===== config.mk =====
export PLATFORM = sky130hd
export DESIGN_NAME = tag_store
export DESIGN_NICKNAME = d
export VERILOG_FILES = /design/src/source/tag_store_pkg.sv /design/src/source/res_out_reg.sv /design/src/source/tag_store.sv /design/src/source/tag_store_ctrl.sv /design/src/source/tag_way_ram.sv /design/src/source/victim_select.sv
export VERILOG_INCLUDE_DIRS = /design/src /design/src/include
export SDC_FILE = /design/constraint.sdc
export NUM_CORES = 2
export LEC_CHECK = 0
export BUFFER_PORTS_ARGS = -buffer_cell sky130_fd_sc_hd__buf_2
export CAP_MARGIN = 20
export CORE_ASPECT_RATIO = 0.5
export CORE_MARGIN = 5
export CORE_UTILIZATION = 25
export CTS_CLUSTER_DIAMETER = 150
export DETAILED_ROUTE_END_ITERATION = 10
export GPL_ROUTABILITY_DRIVEN = 0
export HOLD_SLACK_MARGIN = 0.06
export SYNTH_ARGS = -nofsm -noshare
export SYNTH_HDL_FRONTEND = slang
export SYNTH_HIERARCHICAL = 1
export SYNTH_SLANG_ARGS = --single-unit

===== constraint.sdc =====
create_clock -name clk_i -period 28.2 [get_ports clk_i]
set_clock_uncertainty 0.05 [all_clocks]
set_input_delay 8.46 -clock clk_i [delete_from_list [all_inputs] [get_ports clk_i]]
set_output_delay 8.46 -clock clk_i [all_outputs]
set_load 0.01 [all_outputs]

===== src/include/tag_store_config.svh =====
`ifndef TAG_STORE_CONFIG_SVH
`define TAG_STORE_CONFIG_SVH

// Associativity of the last-level cache
`define TS_NUM_WAYS 4

// Set index width
// 6 bits give 64 sets per way
`define TS_INDEX_W 6

// Width of the stored address tag
`define TS_TAG_W 10

`endif


===== src/source/tag_store_pkg.sv =====
`include "tag_store_config.svh"

package tag_store_pkg;

  // One bit per way, used for enables, locks and hit vectors
  typedef logic [`TS_NUM_WAYS-1:0] way_ind_t;
  // Set index, doubles as the tag RAM address
  typedef logic [`TS_INDEX_W-1:0]  index_t;
  typedef logic [`TS_TAG_W-1:0]    tag_t;
  // Binary way number
  typedef logic [1:0]              way_bin_t;
  // Stored entry: valid on top, dirty below it, tag in the low bits
  typedef logic [`TS_TAG_W+1:0]    tag_entry_t;

  typedef enum logic {
    mode_lookup = 1'b0,
    mode_flush  = 1'b1
  } tag_mode_e;

  typedef enum logic {
    state_idle = 1'b0,
    state_resp = 1'b1
  } ctrl_state_e;

  // Field access on a stored entry
  function automatic logic entry_valid(input tag_entry_t entry);
    return entry[`TS_TAG_W+1];
  endfunction

  function automatic logic entry_dirty(input tag_entry_t entry);
    return entry[`TS_TAG_W];
  endfunction

  function automatic tag_t entry_tag(input tag_entry_t entry);
    return entry[`TS_TAG_W-1:0];
  endfunction

  function automatic tag_entry_t make_entry(input logic valid, input logic dirty,
                                            input tag_t tag);
    return {valid, dirty, tag};
  endfunction

endpackage


===== src/source/res_out_reg.sv =====
`timescale 1ns/1ps

module res_out_reg
  import tag_store_pkg::*;
(
  input  logic     clk_i,
  input  logic     reset_i,
  input  logic     in_valid_i,
  output logic     in_ready_o,
  input  logic     in_hit_i,
  input  way_ind_t in_way_i,
  input  logic     in_evict_i,
  input  tag_t     in_evict_tag_i,
  output logic     res_valid_o,
  input  logic     res_ready_i,
  output logic     res_hit_o,
  output way_ind_t res_way_o,
  output logic     res_evict_o,
  output tag_t     res_evict_tag_o
);

  logic full_q;
  logic load;

  // Room when empty or when the held result leaves this cycle
  assign in_ready_o  = !full_q || res_ready_i;
  assign load        = in_valid_i && in_ready_o;
  assign res_valid_o = full_q;

  always_ff @(posedge clk_i) begin
    if (reset_i) begin
      full_q <= 1'b0;
    end else if (load) begin
      full_q <= 1'b1;
    end else if (res_ready_i) begin
      full_q <= 1'b0;
    end
  end

  // Payload only changes on a load, so it is stable under back-pressure
  always_ff @(posedge clk_i) begin
    if (load) begin
      res_hit_o       <= in_hit_i;
      res_way_o       <= in_way_i;
      res_evict_o     <= in_evict_i;
      res_evict_tag_o <= in_evict_tag_i;
    end
  end

endmodule


===== src/source/tag_store.sv =====
`timescale 1ns/1ps
`include "tag_store_config.svh"

module tag_store
  import tag_store_pkg::*;
(
  input  logic      clk_i,
  input  logic      reset_i,
  input  logic      req_valid_i,
  output logic      req_ready_o,
  input  tag_mode_e req_mode_i,
  input  index_t    req_index_i,
  input  tag_t      req_tag_i,
  input  logic      req_dirty_i,
  input  way_ind_t  req_ways_i,
  input  way_ind_t  lock_i,
  output logic      res_valid_o,
  input  logic      res_ready_i,
  output logic      res_hit_o,
  output way_ind_t  res_way_o,
  output logic      res_evict_o,
  output tag_t      res_evict_tag_o
);

  // RAM side
  way_ind_t                      ram_req;
  way_ind_t                      ram_we;
  index_t                        ram_index;
  tag_entry_t                    ram_wdata;
  tag_entry_t [`TS_NUM_WAYS-1:0] ram_rdata;
  // Victim choice
  way_ind_t                      lookup_ways;
  way_ind_t                      valid_vec;
  way_ind_t                      dirty_vec;
  way_ind_t                      victim;
  way_bin_t                      victim_bin;
  logic                          adv;
  // Result toward the output register
  logic                          out_valid;
  logic                          out_ready;
  logic                          out_hit;
  way_ind_t                      out_way;
  logic                          out_evict;
  tag_t                          out_evict_tag;

  // One tag RAM per way, index and write data are shared
  for (genvar i = 0; i < `TS_NUM_WAYS; i++) begin : gen_way
    tag_way_ram i_way_ram (
      .clk_i       (clk_i),
      .reset_i     (reset_i),
      .ram_req_i   (ram_req[i]),
      .ram_we_i    (ram_we[i]),
      .ram_index_i (ram_index),
      .ram_wdata_i (ram_wdata),
      .ram_rdata_o (ram_rdata[i])
    );
  end

  tag_store_ctrl i_ctrl (
    .clk_i           (clk_i),
    .reset_i         (reset_i),
    .req_valid_i     (req_valid_i),
    .req_ready_o     (req_ready_o),
    .req_mode_i      (req_mode_i),
    .req_index_i     (req_index_i),
    .req_tag_i       (req_tag_i),
    .req_dirty_i     (req_dirty_i),
    .req_ways_i      (req_ways_i),
    .ram_req_o       (ram_req),
    .ram_we_o        (ram_we),
    .ram_index_o     (ram_index),
    .ram_wdata_o     (ram_wdata),
    .ram_rdata_i     (ram_rdata),
    .ways_o          (lookup_ways),
    .victim_i        (victim),
    .victim_bin_i    (victim_bin),
    .adv_o           (adv),
    .valid_vec_o     (valid_vec),
    .dirty_vec_o     (dirty_vec),
    .out_valid_o     (out_valid),
    .out_ready_i     (out_ready),
    .out_hit_o       (out_hit),
    .out_way_o       (out_way),
    .out_evict_o     (out_evict),
    .out_evict_tag_o (out_evict_tag)
  );

  victim_select i_victim (
    .clk_i        (clk_i),
    .reset_i      (reset_i),
    .ways_i       (lookup_ways),
    .lock_i       (lock_i),
    .valid_i      (valid_vec),
    .dirty_i      (dirty_vec),
    .adv_i        (adv),
    .victim_o     (victim),
    .victim_bin_o (victim_bin)
  );

  res_out_reg i_out_reg (
    .clk_i           (clk_i),
    .reset_i         (reset_i),
    .in_valid_i      (out_valid),
    .in_ready_o      (out_ready),
    .in_hit_i        (out_hit),
    .in_way_i        (out_way),
    .in_evict_i      (out_evict),
    .in_evict_tag_i  (out_evict_tag),
    .res_valid_o     (res_valid_o),
    .res_ready_i     (res_ready_i),
    .res_hit_o       (res_hit_o),
    .res_way_o       (res_way_o),
    .res_evict_o     (res_evict_o),
    .res_evict_tag_o (res_evict_tag_o)
  );

endmodule


===== src/source/tag_store_ctrl.sv =====
`timescale 1ns/1ps
`include "tag_store_config.svh"

module tag_store_ctrl
  import tag_store_pkg::*;
(
  input  logic                          clk_i,
  input  logic                          reset_i,
  input  logic                          req_valid_i,
  output logic                          req_ready_o,
  input  tag_mode_e                     req_mode_i,
  input  index_t                        req_index_i,
  input  tag_t                          req_tag_i,
  input  logic                          req_dirty_i,
  input  way_ind_t                      req_ways_i,
  output way_ind_t                      ram_req_o,
  output way_ind_t                      ram_we_o,
  output index_t                        ram_index_o,
  output tag_entry_t                    ram_wdata_o,
  input  tag_entry_t [`TS_NUM_WAYS-1:0] ram_rdata_i,
  output way_ind_t                      ways_o,
  input  way_ind_t                      victim_i,
  input  way_bin_t                      victim_bin_i,
  output logic                          adv_o,
  output way_ind_t                      valid_vec_o,
  output way_ind_t                      dirty_vec_o,
  output logic                          out_valid_o,
  input  logic                          out_ready_i,
  output logic                          out_hit_o,
  output way_ind_t                      out_way_o,
  output logic                          out_evict_o,
  output tag_t                          out_evict_tag_o
);

  ctrl_state_e state_q;
  // Latched request
  tag_mode_e   mode_q;
  index_t      index_q;
  tag_t        tag_q;
  logic        dirty_q;
  way_ind_t    ways_q;

  way_ind_t    hit;
  logic        hit_any;
  logic        hit_dirty;
  logic        is_flush;
  tag_entry_t  flush_entry;
  tag_entry_t  sel_entry;
  logic        accept;
  logic        handoff;

  assign req_ready_o = (state_q == state_idle);
  assign accept      = req_ready_o && req_valid_i;
  assign out_valid_o = (state_q == state_resp);
  assign handoff     = out_valid_o && out_ready_i;
  assign is_flush    = (mode_q == mode_flush);
  assign ways_o      = ways_q;

  always_ff @(posedge clk_i) begin
    if (reset_i) begin
      state_q <= state_idle;
    end else begin
      case (state_q)
        state_idle: if (accept) state_q <= state_resp;
        state_resp: if (handoff) state_q <= state_idle;
        default:    state_q <= state_idle;
      endcase
    end
  end

  always_ff @(posedge clk_i) begin
    if (accept) begin
      mode_q  <= req_mode_i;
      index_q <= req_index_i;
      tag_q   <= req_tag_i;
      dirty_q <= req_dirty_i;
      ways_q  <= req_ways_i;
    end
  end

  // Per-way status and tag compare on the held read data
  for (genvar i = 0; i < `TS_NUM_WAYS; i++) begin : gen_cmp
    assign valid_vec_o[i] = entry_valid(ram_rdata_i[i]);
    assign dirty_vec_o[i] = entry_dirty(ram_rdata_i[i]);
    assign hit[i] = ways_q[i] && valid_vec_o[i] && (entry_tag(ram_rdata_i[i]) == tag_q);
  end

  assign hit_any   = |hit;
  assign hit_dirty = |(hit & dirty_vec_o);

  // Flush names a single way, so an OR over the mask selects it
  always_comb begin
    flush_entry = '0;
    for (int i = 0; i < `TS_NUM_WAYS; i++) begin
      if (ways_q[i]) begin
        flush_entry = flush_entry | ram_rdata_i[i];
      end
    end
  end

  // Entry that leaves the cache, flush way or miss victim
  assign sel_entry = is_flush ? flush_entry : ram_rdata_i[victim_bin_i];

  assign out_hit_o       = !is_flush && hit_any;
  assign out_way_o       = is_flush ? ways_q : (hit_any ? hit : victim_i);
  assign out_evict_o     = !out_hit_o && entry_valid(sel_entry) && entry_dirty(sel_entry);
  assign out_evict_tag_o = out_evict_o ? entry_tag(sel_entry) : '0;

  // Round-robin moves only when a miss result is handed off
  assign adv_o = handoff && !is_flush && !hit_any;

  always_comb begin
    ram_req_o   = '0;
    ram_we_o    = '0;
    ram_index_o = index_q;
    ram_wdata_o = '0;
    if (state_q == state_idle) begin
      // Read straight from the request so data is ready in Resp
      ram_index_o = req_index_i;
      if (req_valid_i) begin
        ram_req_o = req_ways_i;
      end
    end else if (handoff) begin
      if (is_flush) begin
        ram_req_o = ways_q;
        ram_we_o  = ways_q;
      end else if (!hit_any) begin
        // Refill the victim with the new tag
        ram_req_o   = victim_i;
        ram_we_o    = victim_i;
        ram_wdata_o = make_entry(1'b1, dirty_q, tag_q);
      end else if (dirty_q && !hit_dirty) begin
        // Clean hit turned dirty
        ram_req_o   = hit;
        ram_we_o    = hit;
        ram_wdata_o = make_entry(1'b1, 1'b1, tag_q);
      end
    end
  end

endmodule


===== src/source/tag_way_ram.sv =====
`timescale 1ns/1ps
`include "tag_store_config.svh"

module tag_way_ram
  import tag_store_pkg::*;
(
  input  logic       clk_i,
  input  logic       reset_i,
  input  logic       ram_req_i,
  input  logic       ram_we_i,
  input  index_t     ram_index_i,
  input  tag_entry_t ram_wdata_i,
  output tag_entry_t ram_rdata_o
);

  localparam int NUM_SETS = 1 << `TS_INDEX_W;

  // Dirty bit and tag per set
  logic [`TS_TAG_W:0]  body_mem [NUM_SETS];
  // Valid bits live apart so reset can clear them
  logic [NUM_SETS-1:0] valid_q;

  always_ff @(posedge clk_i) begin
    if (ram_req_i && ram_we_i) begin
      body_mem[ram_index_i] <= {entry_dirty(ram_wdata_i), entry_tag(ram_wdata_i)};
    end
  end

  always_ff @(posedge clk_i) begin
    if (reset_i) begin
      valid_q <= '0;
    end else if (ram_req_i && ram_we_i) begin
      valid_q[ram_index_i] <= entry_valid(ram_wdata_i);
    end
  end

  // Read data is registered and held until the next read
  // An invalid set reads back as all zero
  always_ff @(posedge clk_i) begin
    if (ram_req_i && !ram_we_i) begin
      if (valid_q[ram_index_i]) begin
        ram_rdata_o <= make_entry(1'b1, body_mem[ram_index_i][`TS_TAG_W],
                                  body_mem[ram_index_i][`TS_TAG_W-1:0]);
      end else begin
        ram_rdata_o <= '0;
      end
    end
  end

endmodule


===== src/source/victim_select.sv =====
`timescale 1ns/1ps
`include "tag_store_config.svh"

module victim_select
  import tag_store_pkg::*;
(
  input  logic     clk_i,
  input  logic     reset_i,
  input  way_ind_t ways_i,
  input  way_ind_t lock_i,
  input  way_ind_t valid_i,
  input  way_ind_t dirty_i,
  input  logic     adv_i,
  output way_ind_t victim_o,
  output way_bin_t victim_bin_o
);

  way_ind_t cand;
  way_ind_t free;
  way_bin_t ptr_q;
  way_bin_t scan;
  logic     found;

  // Only enabled and unlocked ways may be replaced
  assign cand = ways_i & ~lock_i;
  // Invalid entries read back all zero, so a free way has neither bit set
  assign free = cand & ~valid_i & ~dirty_i;

  always_comb begin
    victim_bin_o = '0;
    found        = 1'b0;
    scan         = '0;
    if (|free) begin
      // Lowest free way wins, so scan downward and keep the last match
      for (int i = `TS_NUM_WAYS - 1; i >= 0; i--) begin
        if (free[i]) begin
          victim_bin_o = way_bin_t'(i);
        end
      end
    end else begin
      // All candidates valid
      // take the first one at or after the pointer, wrapping
      for (int i = 0; i < `TS_NUM_WAYS; i++) begin
        scan = ptr_q + way_bin_t'(i);
        if (!found && cand[scan]) begin
          victim_bin_o = scan;
          found        = 1'b1;
        end
      end
    end
  end

  // No candidate at all gives an empty victim
  assign victim_o = (|cand) ? (way_ind_t'(1) << victim_bin_o) : '0;

  // Pointer moves past the victim only when it was used for the choice
  always_ff @(posedge clk_i) begin
    if (reset_i) begin
      ptr_q <= '0;
    end else if (adv_i && !(|free)) begin
      ptr_q <= victim_bin_o + way_bin_t'(1);
    end
  end

endmodule


==> results.py <==
metrics = {
    "grt": {
        "grt_antenna_before_repair": 16,
        "grt_pass1_wl_um": 484000,
        "grt_max_degree": 193,
        "grt_util_all_layers_pct": 12.1,
        "grt_overflow_total": 0,
        "grt_pass1_vias": 68700,
    },
    "sta": {
        "holdWs_ns": 0.423,
        "max_slew.worst_pin.slew_ns": 1.16,
        "hold_violations": 0,
        "rsz0062_at_grt": "no",
        "timing.final.crit_share_pct": 50.9,
        "slew-limit-headroom_pct": 21.5,
        "timing.fmax_mhz": 69.6,
        "slew_viol_final": 0,
        "fin_ws_ns": 13.84,
        "finalSetupViolations": 0,
        "final.min_clock_period_ns": 14.36,
        "setup_tns_ns": 0,
    },
    "finish": {
        "fill_cells": 49600,
        "utilization_pct": 29.1,
        "syn2layout_area_growth_pct": 15.7,
        "instances_no_fill": 15000,
        "nNetsFinal": 8069,
        "drive_gt1_share_pct": 13.3,
        "final_area_um2": 146000,
    },
    "placement": {
        "hpwl_um": 198000,
        "dp_cells": 14400,
        "dpl_cell_area_um2": 135000,
        "numPortBuffers": 47,
        "pre_cts_ws_ns": 13.04,
    },
    "synthesis": {
        "avgSynthCellArea_um2": 16.2,
        "syn_area_um2": 127000,
        "yosysSeqAreaShare_pct": 73.0,
        "netlist_top_cells_area": "edfxtp_1 (69%), mux2i_1 (10%), dfxtp_1 (4.1%), mux4_2 (2.5%), a22oi_1 (2.5%)",
        "ys_async_sr_fraction_pct": 0,
        "synth_ff_type": "edfxtp_1",
        "postSynthCellCount": 7790,
        "synth.top_cells.by_count": "edfxtp_1 (2902), mux2i_1 (1305), a22oi_1 (417)",
        "synthDistinctLibCells": 74,
        "ys_seq_elements": 3162,
        "synth_warnings": 6,
        "synth.largest_area_cell": "edfxtp_1",
        "yosysMostFrequentCell": "edfxtp_1",
        "synthSimpleGateAreaFrac_pct": 5.05,
        "yosysTopAreaCellShare_pct": 68.9,
        "synthMuxAreaShare_pct": 13.2,
        "synth-xor-area-share_pct": 0.277,
        "synth_nets": 7824,
        "synth_adder_area_share_pct": 0.0396,
        "synth_compound_area_share_pct": 6.13,
        "synth_top_family_by_area": "multiplexers",
        "synth-edff-count": 2902,
    },
    "die": {
        "start_util_pct": 25.1,
        "chipWidth_um": 1020,
        "coreArea_um2": 503000,
        "die_y_um": 513,
        "design.die.area_um2": 521000,
        "core.rowCount": 184,
        "io_pins": 48,
    },
    "setup_path": {
        "crit_start": "req_index_i[0]",
        "worstPathArrival_ns": 14.92,
        "cp_max_fo": 89,
        "cp.required_ns": 28.76,
        "start_kind": "input port",
        "critical_path_class": "in -> reg",
        "ff2ff_setup_slack_ns": 20.35,
        "r2r_start": "i_ctrl/out_valid_o$_SDFF_PP0_",
        "critPathCaptureType": "register",
    },
    "clock_network": {
        "htree_levels": 5,
        "cts_resized": 0,
        "cts_setup_buffers": 0,
        "cts_root_buf": "clkbuf_16",
        "cts_hold_buffers": 0,
        "clkTransAtPathRegs_ns": 0.06,
        "cts_tree": "built",
        "cts_sinks": 3162,
        "clock_latency_ns": 0.89,
        "clockBufferDepth": 4,
        "numCtsBuffers": 329,
    },
    "min_path": {
        "hold_path_class": "reg -> reg",
        "hp-start": "gen_way[1].i_way_ram/valid_q[11]$_SDFFE_PP0P_",
    },
    "power": {
        "irDropWorstVdd_uv": 44.8,
        "p_per_area_nw_per_um2": 68.7,
        "power_mw": 10.1,
        "power.leakage_nw": 48.6,
    },
    "route": {
        "drtAntennaViolNets": 0,
        "wl_um": 332000,
        "vias": 70700,
        "viasPerCell": 4.72,
        "wire_per_inst_um": 22.2,
        "drc": 0,
        "drtIter0Drc": 7823,
        "first_pass_iters": 6,
    },
    "flow_run": {
        "drv_cap": 0,
    },
    "run_status": {
        "status": "completed",
    },
}
critical path, cell delays in order:
cell and delay [ns]:
buf_2 0.10, mux2_8 0.69, buf_4 0.67, buf_4 0.81
buf_4 0.85, buf_4 0.80, buf_4 0.76, mux2i_1 0.27
a22oi_1 0.10, nand3_1 0.16, o21ai_0 0.09, nand4b_1 0.52
o21a_1 0.28
cell type report:
type                    instances  area, µm²  area share (%)
multi-input cells            4105      31400            21.4
flip-flops and latches       3162      92300            63.1
well taps                    6696       8380            5.72
repair buffers                424       3480            2.38
diodes                          8       20.0          0.0137
inverters                      13       48.8          0.0333
clock buffers                 427       9060            6.19
clock inverters               165       1680            1.15
report_power, final:
group,total (mW),internal [mW],switching [mW]
Clock,4.34,2.57,1.77
Sequential,5.12,5.09,0.0223
Combinational,0.605,0.190,0.416
worst paths after layout:
check	endpoint	cells past startpoint
hold reg to reg	gen_way[1].i_way_ram/valid_q[11]$_SDFFE_PP0P_	2
setup / recovery	gen_way[1].i_way_ram/ram_rdata_o[7]$_SDFFCE_PN0P_	13
hold / removal	gen_way[1].i_way_ram/valid_q[11]$_SDFFE_PP0P_	2
setup reg to reg	gen_way[1].i_way_ram/ram_rdata_o[7]$_SDFFCE_PN0P_	12
flip-flops by register name, indices dropped and copies added (netlist names):
name / cells
i_out_reg/res_evict_o: 1
gen_way.i_way_ram/valid_q: 256
i_out_reg/res_way_o: 4
i_out_reg/res_hit_o: 1
i_out_reg/res_valid_o: 1
i_out_reg/res_evict_tag_o: 10
i_ctrl/ways_o: 4
gen_way.i_way_ram/ram_rdata_o: 48
gen_way.i_way_ram/body_mem: 2816
i_ctrl/dirty_q: 1
i_ctrl/index_q: 6
i_victim/ptr_q: 2
i_ctrl/is_flush: 1
i_ctrl/tag_q: 10
i_ctrl/out_valid_o: 1
routing by layer:
metal  wire, µm  GRT usage, %  vias up
met5         55             0        -
met4       9950          3.55        8
met3      22100          1.75      538
met2     160000          20.1     2694
met1     141000          16.5    36500
li1           -             -    31000
cells in the final DEF (no fill, tap or decap), types with 16 or more instances in the layout:
cell | synthesis | routed
buf_4 | 132 | 290
clkinv_1 | 0 | 59
o21ai_1 | 32 | 32
bufinv_16 | 0 | 33
xor2_1 | 16 | 16
a22oi_1 | 417 | 417
a221oi_1 | 19 | 19
edfxtp_1 | 2902 | 2902
buf_2 | 130 | 46
xnor2_1 | 24 | 24
mux4_2 | 142 | 142
clkbuf_16 | 0 | 344
o21ai_0 | 186 | 186
o21a_1 | 46 | 46
nand3_1 | 296 | 296
clkinv_2 | 0 | 50
nor2_1 | 398 | 394
nor2b_1 | 75 | 65
clkbuf_1 | 194 | 69
a211oi_1 | 99 | 99
nand2_1 | 398 | 398
a21oi_1 | 368 | 368
nor3_1 | 19 | 19
a22o_1 | 19 | 19
mux2i_1 | 1305 | 1305
buf_6 | 20 | 76
nand4_1 | 90 | 90
dfxtp_1 | 260 | 260
kinds of logic (layout without fill, tap and decap cells):
family,after synthesis,in the layout
and+or+nand+nor,1381,1381
muxes,1465,1465
AOI/OAI and AO/OA,1215,1215
adders and majority gates,4,4
buffers and inverters,523,1029
DFF,3162,3162
other,0,8
xor gates and xnor gates,40,40
No activity file was read; power rests on OpenSTA's default activity.
